**src/logic/issue_pkg.sv**
```systemverilog
package issue_pkg;

	localparam int NUM_WARPS = 4;
	localparam int WARP_W = 2;
	localparam int NUM_REGS = 32;
	localparam int REG_W = 5;
	localparam int XLEN = 32;
	localparam int ALU_LAT = 3; // Issue cycle to wb_valid.
	localparam int LSU_LAT = 4; // Memory access time.
	localparam int DMEM_WORDS = 64;
	localparam int DMEM_AW = $clog2(DMEM_WORDS);
	localparam int LSU_CNT_W = $clog2(LSU_LAT + 1);
	localparam int OFF_W = 13; // Low field of the instruction word.

	localparam logic [3:0] OP_NOP = 4'h0;
	localparam logic [3:0] OP_ADD = 4'h1;
	localparam logic [3:0] OP_ADDI = 4'h2;
	localparam logic [3:0] OP_LW = 4'h3;
	localparam logic [3:0] OP_SW = 4'h4;

	typedef struct packed {
		logic [3:0] opcode;
		logic [REG_W-1:0] rd;
		logic [REG_W-1:0] rs1;
		logic [REG_W-1:0] rs2;
		logic signed [OFF_W-1:0] imm; // Added to rs1 by ADDI.
	} alu_view_t;

	typedef struct packed {
		logic [3:0] opcode;
		logic [REG_W-1:0] rd;
		logic [REG_W-1:0] rs1;
		logic [REG_W-1:0] rs2;
		logic signed [OFF_W-1:0] offset; // Word offset from rs1.
	} mem_view_t;

	typedef union packed {
		alu_view_t alu;
		mem_view_t mem;
	} instr_word_u;

endpackage

```
**src/logic/issue_stage.sv**
```systemverilog
`timescale 1ns/100ps

module issue_stage (
	input logic clk,
	input logic reset,
	input logic instr_valid,
	input logic [issue_pkg::WARP_W-1:0] instr_warp,
	input logic [issue_pkg::XLEN-1:0] instr_word,
	output logic instr_ready,
	output logic [issue_pkg::REG_W-1:0] sb_rs1,
	output logic [issue_pkg::REG_W-1:0] sb_rs2,
	output logic [issue_pkg::REG_W-1:0] sb_rd,
	output logic sb_uses_rs2,
	output logic sb_writes_rd,
	output logic issue_fire,
	input logic hazard,
	output logic [issue_pkg::REG_W-1:0] rd_addr_a,
	output logic [issue_pkg::REG_W-1:0] rd_addr_b,
	input logic [issue_pkg::XLEN-1:0] rd_data_a,
	input logic [issue_pkg::XLEN-1:0] rd_data_b,
	input logic lsu_busy,
	output logic alu_valid,
	output logic [issue_pkg::WARP_W-1:0] alu_warp,
	output logic [issue_pkg::REG_W-1:0] alu_rd,
	output logic [issue_pkg::XLEN-1:0] alu_a,
	output logic [issue_pkg::XLEN-1:0] alu_b,
	output logic lsu_valid,
	output logic lsu_store,
	output logic [issue_pkg::WARP_W-1:0] lsu_warp,
	output logic [issue_pkg::REG_W-1:0] lsu_rd,
	output logic [issue_pkg::XLEN-1:0] lsu_addr,
	output logic [issue_pkg::XLEN-1:0] lsu_wdata
);

	import issue_pkg::*;

	instr_word_u iw;
	logic [3:0] opc;
	logic is_alu;
	logic is_load;
	logic is_store;
	logic is_mem;
	logic ready_en; // Holds ready low until the first cycle after reset.

	assign iw = instr_word;
	assign opc = iw.alu.opcode;

	assign is_alu = (opc == OP_ADD) || (opc == OP_ADDI);
	assign is_load = (opc == OP_LW);
	assign is_store = (opc == OP_SW);
	assign is_mem = is_load || is_store;

	assign sb_rs1 = iw.alu.rs1;
	assign sb_rs2 = iw.alu.rs2;
	assign sb_rd = iw.alu.rd;
	assign sb_uses_rs2 = (opc == OP_ADD) || is_store;
	assign sb_writes_rd = is_alu || is_load;
	assign rd_addr_a = iw.alu.rs1;
	assign rd_addr_b = iw.alu.rs2;

	// lsu_valid covers the cycle before lsu_busy is seen.
	assign instr_ready = ready_en && !hazard && !lsu_valid && !(is_mem && lsu_busy);
	assign issue_fire = instr_valid && instr_ready;

	always_ff @(posedge clk or posedge reset) begin
		if (reset) begin
			ready_en <= 1'b0;
			alu_valid <= 1'b0;
			lsu_valid <= 1'b0;
		end else begin
			ready_en <= 1'b1;
			alu_valid <= issue_fire && is_alu && (iw.alu.rd != '0); // Add to r0 is a no-op.
			lsu_valid <= issue_fire && is_mem;
		end
	end

	always_ff @(posedge clk) begin
		if (issue_fire) begin
			alu_warp <= instr_warp;
			alu_rd <= iw.alu.rd;
			alu_a <= rd_data_a;
			alu_b <= sb_uses_rs2 ? rd_data_b : XLEN'(iw.alu.imm);
			lsu_store <= is_store;
			lsu_warp <= instr_warp;
			lsu_rd <= iw.mem.rd;
			lsu_addr <= rd_data_a + XLEN'(iw.mem.offset);
			lsu_wdata <= rd_data_b;
		end
	end

endmodule

```
**config.mk**
```make
export PLATFORM = sky130hd
export DESIGN_NAME = issue_stage
export DESIGN_NICKNAME = d
export VERILOG_FILES = /design/src/logic/issue_pkg.sv /design/src/logic/issue_stage.sv
export SDC_FILE = /design/constraint.sdc
export NUM_CORES = 1
export LEC_CHECK = 0
export BUFFER_PORTS_ARGS = -buffer_cell sky130_fd_sc_hd__buf_2
export CELL_PAD_IN_SITES_DETAIL_PLACEMENT = 0
export CELL_PAD_IN_SITES_GLOBAL_PLACEMENT = 1
export CORE_MARGIN = 1.5
export CORE_UTILIZATION = 34
export CTS_CLUSTER_SIZE = 40
export DETAILED_ROUTE_END_ITERATION = 10
export PLACE_DENSITY = 0.82
export SLEW_MARGIN = 15
export SYNTH_ARGS = -nofsm -noshare
export SYNTH_HDL_FRONTEND = slang
export SYNTH_SLANG_ARGS = --single-unit
export TNS_END_PERCENT = 100
```
**constraint.sdc**
```tcl
create_clock -name clk -period 4 [get_ports clk]
set_input_delay 0.2 -clock clk [delete_from_list [all_inputs] [get_ports clk]]
set_output_delay 0.2 -clock clk [all_outputs]
set_load 0.03 [all_outputs]
```
==> results of run 1 <==
metrics by stage:
stage,std cells,hold slack (ns),util [%],setup WS [ns]
after floorplan,461,-0.04636,-,0.4232
after global placement,900,0.07215,41.51,1.100
after CTS,1002,0.0007853,48.53,0.9762
after detailed placement,900,0.07725,41.51,1.067
final,1003,0.009734,48.54,0.9500
after global routing,1003,0.002147,48.54,0.7691
sequential cells by signal, indices dropped and copies added (netlist names):
register and flops:
ready_en 1, lsu_addr 32, lsu_wdata 32, lsu_store 1, lsu_rd 5, lsu_warp 2
alu_b 32, alu_valid 1, lsu_valid 1, alu_a 32
layout make-up:
type                       instances  area (um2)  area share, %
timing repair buffer             322        1989          21.84
multi-input combinational        266        2017          22.14
inverter                           9       33.78         0.3708
antenna                            1       2.502        0.02747
clock buffer                      18       429.2          4.711
clock inverter                    14       186.4          2.046
tap                              234       292.8          3.214
sequential                       139        4159          45.65
synthesized netlist by cell type (2+ instances only):
library cell    n  area share (%)
ha_1           31             6.0
nand2_1        19             1.1
o21ai_0        10            0.77
a31oi_1         3            0.29
a31o_1          2            0.27
xor2_1         12             1.6
xnor2_1        19             2.6
a21o_1         33             3.8
and3_1          6            0.58
inv_1           9            0.52
nand3_1         5            0.38
o21ai_1         2            0.15
mux2_2         12             2.1
nor2_1         24             1.4
and4_1          2            0.27
clkbuf_1       11            0.63
o21a_1          3            0.35
a21oi_1        27             2.1
and2_1          3            0.29
a311oi_2        2            0.46
buf_2           3            0.23
o21bai_1        3            0.35
buf_4          32             3.7
nor2b_1         3            0.29
o41ai_1         2            0.27
dfrtp_1         3             1.2
a31o_2          2            0.27
o31ai_1         2            0.23
a211oi_1        2            0.23
a32oi_1         2            0.27
nor3_1          5            0.38
nand4_1         7            0.67
edfxtp_1      136              63
critical path, stage by stage:
cell and delay (ns):
dlygate4sd3_1 0.54, buf_2 0.13, ha_1 0.22, fa_1 0.42
a21o_1 0.23, a221oi_2 0.37, o211ai_2 0.23, a31o_1 0.30
a31oi_1 0.27, o21ai_0 0.14, xor2_1 0.16
power breakdown:
part / switching, mW / leakage, nW / internal, mW
logic: 0.387 / 2.31 / 0.264
clock network: 0.645 / 0.288 / 0.997
registers: 0.0129 / 1.29 / 1.68
cells by family after synthesis:
kind of cell	Yosys count	share of synthesized area, %
buf+inv	56	5.247
fa+ha+maj	32	6.266
xor+xnor	31	4.171
compound gates	112	12.38
mux	12	2.076
other cells	1	0.05760
simple gates	78	5.920
flops	139	63.89
worst paths after layout:
kind / to / start / cells past startpoint / slack [ns]
hold / removal: alu_a[14] / rd_data_a[14] / 1 / 0.01
max in group asynchronous: alu_valid / reset / 3 / 3.67
setup reg to reg: lsu_addr[17] / lsu_valid / 5 / 1.79
hold reg to reg: lsu_valid / ready_en / 3 / 0.71
min in group asynchronous: ready_en / reset / 3 / 0.20
setup / recovery: lsu_addr[18] / rd_data_a[0] / 11 / 0.95
routing by layer:
| metal | vias to the layer above | track usage (%) | part of all wire (%) |
|---|---|---|---|
| met5 | - | 0 | 0.029 |
| met2 | 175 | 31.42 | 52 |
| met1 | 2311 | 19.33 | 40 |
| li1 | 2333 | - | - |
| met4 | 2 | 7.759 | 2.9 |
| met3 | 32 | 4.016 | 5.5 |
layout by cell type, fill, tap and decap left out, drive strengths merged, types with 3 or more instances in the layout:
master       instances
ha                  31
nor3                 5
buf                252
nand3                5
xnor2               19
dlygate4sd3         70
and2                 3
xor2                12
a31o                 4
o21ai               12
o21a                 3
o21bai               3
nand2               19
clkbuf              18
nand4                7
a21oi               27
edfxtp             136
nor2                24
mux2                12
and3                 6
dfrtp                3
bufinv               3
a31oi                3
a21o                33
inv                 15
nor2b                4
a311oi               3
clkinvlp             4
timing repair:
item / in CTS / in global routing
endpoints found under the setup margin: 0 / 0
hold buffers: 70 / 0
buffers inserted: 0 / 0
endpoints found under the hold margin: 72 / 0
==> results.cfg, run 1 <==
[floorplanning]
row_count = 50
coreArea_um2 = 18770
ios = 277
die_w_um = 141.4
initial_core_util_pct = 34.69
die_area_um2 = 19990
die_h_um = 141.4

[placed_design]
placedInstanceArea_um2 = 7791
io_buffers = 246
dp_hpwl_um = 12800
gp_congestion = 0.8932

[setup_path]
cp_max_fo = 4
crit_required_ns = 4.16
critPathCaptureType = register
cp_data_arrival_time_ns = 3.21
worstSetupPathType = in2reg
worst_setup_path_start_kind = input pin

[sta]
tightest_slew_ns = 0.7793
slew_violations = 0
fin_crit_sh_pct = 76.25
rsz0062_at_grt = false
hold_viol_final = 0
fin_crit_ns = 3.050
max_clock_freq_mhz = 327.9
slew_headroom_pct = 48.05
setup_viol = 0
tns_ns = 0
skew_ns = 0.007073

[route]
drt-total-wl_um = 17380
drt-initial-drc-count = 225
firstDrtPassIters = 4
vias = 4853
drc = 0
viasPerCell = 4.838
avgRoutedWirePerCell_um = 17.33
ant_nets = 0

[clocking]
cts_tree = yes
cts-htree-levels = 4
clk_pin_slew_worst_paths_ns = 0.06
cts_resized = 0
clockBufferDepth = 2
clock_latency_ns = 0.42
cts_buffers = 17
cts.sinks = 139
clockRootBuffer = clkbuf_16

[power]
leakagePower_nw = 3.879
powerDensity_nw_per_um2 = 437.5
ir_worst_vdd_v = 0.0002875
total_power_mw = 3.986

[global_routing]
grt_pass1_vias = 4898
grtUsageTotal_pct = 17.31
antenna_found_initial = 1
grt_pass1_wl_um = 26080
overflow = 0
grt_max_degree = 58

[status]
status = completed

[finish]
drive_above_1_share_pct = 39.84
syn_to_final_growth_pct = 39.94
fin_nets = 890
stdcell_area_um2 = 9110
fillers = 1631

[logic_synthesis]
synthCells = 461
ys_seq_area_share_pct = 63.89
synth_flop_cell = edfxtp_1
ys_seq_elements = 139
yosysUniqueCellTypes = 57
synth_edf_count = 136
syn_avg_cell_area_um2 = 14.12
synth_area_um2 = 6510
yosysWarnings = 0
synthesis.nets = 596
synthArstFlopShare_pct = 2.158

[min_path]
hp-class = in2reg

[flow_run]
drv_cap = 0
No activity file was read; power rests on OpenSTA's default activity.
==> inputs of run 2 (changes only) <==
--- a/config.mk
+++ b/config.mk
@@ -9,10 +9,10 @@
 export CELL_PAD_IN_SITES_DETAIL_PLACEMENT = 0
 export CELL_PAD_IN_SITES_GLOBAL_PLACEMENT = 1
 export CORE_MARGIN = 1.5
-export CORE_UTILIZATION = 34
+export CORE_UTILIZATION = 37
 export CTS_CLUSTER_SIZE = 40
 export DETAILED_ROUTE_END_ITERATION = 10
-export PLACE_DENSITY = 0.82
+export PLACE_DENSITY = 0.85
 export SLEW_MARGIN = 15
 export SYNTH_ARGS = -nofsm -noshare
 export SYNTH_HDL_FRONTEND = slang
==> constraint.sdc (replaced) <==
create_clock -name clk -period 3.1 [get_ports clk]
set_input_delay 0.155 -clock clk [delete_from_list [all_inputs] [get_ports clk]]
set_output_delay 0.155 -clock clk [all_outputs]
set_load 0.03 [all_outputs]
==> results.cfg, run 2 (same netlist as run 1, synthesis figures left out) <==
[status]
status = completed

[power]
pwr-share-clk_pct = 39.4
p_seq_share_pct = 43.6
ir_worst_vdd_v = 0.0003599
sw_frac_of_total_pct = 26.10
leakagePower_nw = 3.886
switchingPower_mw = 1.308
comb_power_share_pct = 17.0
total_power_mw = 5.011
internal_power_mw = 3.703
powerDensity_nw_per_um2 = 550.2

[finish]
fin_nets = 894
fillers = 1485
layout_commonest_cell = buf_2
diodes = 0
multi_input_area_um2 = 2017
drive_above_1_share_pct = 39.64
ff_latch_area_um2 = 4159
syn_to_final_growth_pct = 39.90
mostFrequentLayoutCells = buf_2, edfxtp_1, dlygate4sd3_1, a21o_1, ha_1

[clocking]
clk_pin_slew_worst_paths_ns = 0.06
clock_latency_ns = 0.41
cts.sinks = 139
hold_buffers = 73
cts_setup_buffers = 0
cts_resized = 0
cts-htree-levels = 4
clockRootBuffer = clkbuf_16
cts_tree = yes
clockBufferDepth = 2
cts_buffers = 17

[sta]
tns_ns = 0
hold_viol_final = 0
fin_crit_ns = 2.926
max_clock_freq_mhz = 341.7
slew_headroom_pct = 63.56
skew_ns = 0.01035
fin_crit_sh_pct = 94.39
tightest_slew_ns = 0.5397
rsz0062_at_grt = false
slew_violations = 0
setup_viol = 0

[floorplanning]
ios = 277
initial_core_util_pct = 37.77
die_area_um2 = 18400
die_w_um = 135.6
row_count = 48
coreArea_um2 = 17240
die_h_um = 135.6

[route]
viasPerCell = 4.947
drt-total-wl_um = 17420
vias = 4932
firstDrtPassIters = 5
drt-initial-drc-count = 191
drc = 0
avgRoutedWirePerCell_um = 17.47
ant_nets = 0

[setup_path]
critPathLaunch = rd_data_a[0]
crit_required_ns = 3.26
path_delay_family = compound AO/OA/AOI/OAI gates
cp-endpoint = lsu_addr[18]
r2r-start = lsu_valid
r2r_slack_ns = 1.16
cp_cell_sequence = dlygate4sd3_1 > buf_2 > ha_1 > fa_1 > a21o_1 > a221oi_2 > o211ai_2 > a31o_1 > a31oi_1 > o21ai_0 > xor2_1
worst_setup_path_start_kind = input pin
timing.rr.end = lsu_addr[15]
cp_max_fo = 4
crit_path_max_incr_delay_ns = 0.53
cp_data_arrival_time_ns = 3.09
crit_buf_inv = 2
worstSetupPathType = in2reg
ff2ff_path_depth = 5
critPathSlowestCell = dlygate4sd3_1
path_depth = 11
critPathCaptureType = register

[min_path]
min_from = instr_word[5]
hp-class = in2reg

[placed_design]
dp_hpwl_um = 12800
gp_congestion = 0.8998
io_buffers = 246

[global_routing]
antenna_found_initial = 0
grtUsageTotal_pct = 18.58
grt_max_degree = 61
grt_pass1_vias = 4853
grt_pass1_wl_um = 25610
overflow = 0

[flow_run]
drv_cap = 0
==> run 2: worst min path at each step <==
stage	slack [ns]	depth (start not counted)	endpoint
2_1_floorplan	-0.09	1	alu_valid
3_3_place_gp	0.02	2	lsu_valid
3_5_place_dp	0.04	2	alu_valid
4_1_cts	0.05	2	lsu_addr[0]
5_1_grt	0.06	2	alu_b[7]
6_report	0.07	2	alu_b[5]
==> run 2: layout make-up <==
| class | count | area share, % |
|---|---|---|
| clock buffers | 19 | 4.753 |
| clock inverters | 13 | 1.580 |
| inverters | 9 | 0.3709 |
| multi-input cells | 266 | 22.15 |
| flip-flops and latches | 139 | 45.67 |
| well taps | 225 | 3.091 |
| repair buffers | 326 | 22.39 |
==> run 2: per-stage QoR <==
| stage | area [um2] | hold slack, ns | setup WS [ns] | std cells | util, % |
|---|---|---|---|---|---|
| floorplan | 6513 | -0.09136 | 0.2938 | 461 | - |
| global placement | 7800 | 0.02033 | 0.3062 | 892 | 45.25 |
| detailed placement | 7800 | 0.03857 | 0.2790 | 892 | 45.25 |
| CTS | 9107 | 0.05293 | 0.1916 | 997 | 52.84 |
| global route | 9107 | 0.05777 | 0.06562 | 997 | 52.84 |
| finish | 9107 | 0.06737 | 0.1738 | 997 | 52.84 |
==> run 2: worst register-to-register path, cell delays in order, from the launching register on <==
cell	delay, ns
dfrtp_1	0.38
nor2_1	0.09
nand2_1	0.06
a21oi_1	0.20
and2_4	0.46
buf_12	0.36
==> run 2: routing by layer <==
metal	vias up	routed length, um	part of all wire (%)	track usage, %
met5	-	0	0	0
met4	0	415	2.4	7.348
met3	43	1037	6.0	4.340
met2	211	8985	52	33.36
met1	2343	6978	40	21.30
li1	2335	-	-	-
==> run 2: power groups by stage <==
stage | Sequential, mW | Combinational, mW | Clock [mW]
floorplan | 2.35 | 0.450 | 0
global placement | 2.22 | 0.763 | 0
detailed placement | 2.22 | 0.774 | 0
CTS | 2.18 | 0.854 | 2.01
global route | 2.19 | 0.921 | 2.09
finish | 2.18 | 0.852 | 1.97
==> inputs of run 3 (changes only) <==
--- a/config.mk
+++ b/config.mk
@@ -13,6 +13,7 @@
 export CTS_CLUSTER_SIZE = 40
 export DETAILED_ROUTE_END_ITERATION = 10
 export PLACE_DENSITY = 0.85
+export REMOVE_ABC_BUFFERS = 1
 export SLEW_MARGIN = 15
 export SYNTH_ARGS = -nofsm -noshare
 export SYNTH_HDL_FRONTEND = slang
==> results.cfg, run 3 (same netlist as run 1, synthesis figures left out) <==
[finish]
diodes = 0
layout.cells.non_filler = 997
drive_above_1_share_pct = 39.90
layout_commonest_cell = buf_2
mostFrequentLayoutCells = buf_2, edfxtp_1, dlygate4sd3_1, a21o_1, ha_1
syn_to_final_growth_pct = 40.19
post-route-util_pct = 52.95
fin_nets = 894

[clocking]
clk_pin_slew_worst_paths_ns = 0.07
cts_tree = yes
cts-htree-levels = 4
clockBufferDepth = 2
clock_latency_ns = 0.42
cts.sinks = 139
cts_buffers = 17
clockRootBuffer = clkbuf_16

[floorplanning]
initial_core_util_pct = 37.77
coreArea_um2 = 17240
die_w_um = 135.6
die_area_um2 = 18400
die_h_um = 135.6
ios = 277
row_count = 48

[global_routing]
overflow = 0
antenna_found_initial = 0
grtUsageTotal_pct = 19.40
grt_pass1_wl_um = 26740
grt_max_degree = 67
grt_pass1_vias = 5124

[flow_run]
drv_cap = 0

[power]
ir_worst_vdd_v = 0.0003553
internal_power_mw = 3.665
pwr-share-clk_pct = 40.3
sw_frac_of_total_pct = 27.99
leakagePower_nw = 3.902
comb_power_share_pct = 16.8
switchingPower_mw = 1.424
p_seq_share_pct = 42.9
powerDensity_nw_per_um2 = 557.6

[sta]
slew_violations = 0
setup_slack_ns = 0.1789
hold_viol_final = 0
skew_ns = 0.01297
max_clock_freq_mhz = 342.3
fin_crit_ns = 2.921
rsz0062_at_grt = false
fin_hold_ws_ns = 0.06013
fin_crit_sh_pct = 94.23
setup_viol = 0

[route]
ant_nets = 0
firstDrtPassIters = 4
vias = 4979
drt-total-wl_um = 18090
viasPerCell = 4.994
avgRoutedWirePerCell_um = 18.14
drc = 0
drt-initial-drc-count = 321

[setup_path]
worstSetupPathType = in2reg
cp_cell_sequence = dlygate4sd3_1 > buf_2 > ha_1 > fa_1 > a21o_1 > a221oi_4 > o211ai_2 > a31o_1 > a31oi_1 > o21ai_0 > xor2_1
critPathCaptureType = register
crit_path_max_incr_delay_ns = 0.53
critPathSlowestCell = dlygate4sd3_1
cp_data_arrival_time_ns = 3.08
worst_setup_path_start_kind = input pin
crit_required_ns = 3.26
cp_max_fo = 4

[placed_design]
gp_congestion = 0.8303
preCtsSetupSlack_ns = 0.2698
io_buffers = 246
dp_hpwl_um = 13070
dpl.cell_count = 892

[min_path]
hp-class = in2reg

[status]
status = completed
[run 3: layer usage]
layer,vias up,GRT usage [%],share of wire (%)
met3,35,5.874,7.4
li1,2341,-,-
met1,2378,21.28,38
met2,225,34.35,52
met4,0,8.662,2.9
met5,-,0.8333,0
[run 3: final cells by class]
| type | instances | area [um2] |
|---|---|---|
| clock inverter | 15 | 171.4 |
| clock buffer | 17 | 425.4 |
| fill | 1463 | 8110 |
| inverter | 9 | 33.78 |
| multi-input combinational | 266 | 2028 |
| timing repair buffer | 326 | 2027 |
| sequential | 139 | 4159 |
| tap | 225 | 281.5 |
[run 3: worst max-delay path: cells and delay by family]
kind	cells	cell delay (ns)
AOI/OAI and AO/OA	6	1.47
xor gates and xnor gates	1	0.15
adders and majority gates	2	0.63
buffers and inverters	2	0.66
[run 3: path summary, 6_finish.rpt]
path | end | start | cells past startpoint | slack, ns
max | lsu_addr[18] | rd_data_a[0] | 11 | 0.18
min | alu_b[4] | instr_word[4] | 2 | 0.06
max reg2reg | lsu_addr[17] | lsu_valid | 5 | 1.20
min reg2reg | lsu_valid | ready_en | 3 | 0.68
max in group asynchronous | alu_valid | reset | 3 | 2.80
min in group asynchronous | ready_en | reset | 3 | 0.17
[run 3: power groups by stage]
stage / registers [mW] / logic (mW) / clock network, mW
after floorplan: 2.36 / 0.377 / 0
after global placement: 2.22 / 0.762 / 0
after detailed placement: 2.22 / 0.775 / 0
after CTS: 2.18 / 0.853 / 2.09
after global routing: 2.19 / 0.931 / 2.16
final: 2.18 / 0.856 / 2.05
[run 3: per-stage QoR]
stage	power [mW]	setup TNS (ns)	area, um2
2_1_floorplan	2.736	-308.17	6202
3_3_place_gp	2.982	0	7787
3_5_place_dp	2.996	0	7787
4_1_cts	5.124	0	9115
5_1_grt	5.281	0	9126
6_report	5.089	0	9126
[run 3: timing repair]
action                     CTS  global route
hold endpoints to repair    75             0
setup buffers                0             0
hold buffers                73             0
setup endpoints to repair    0             2
gates resized for setup      0             1
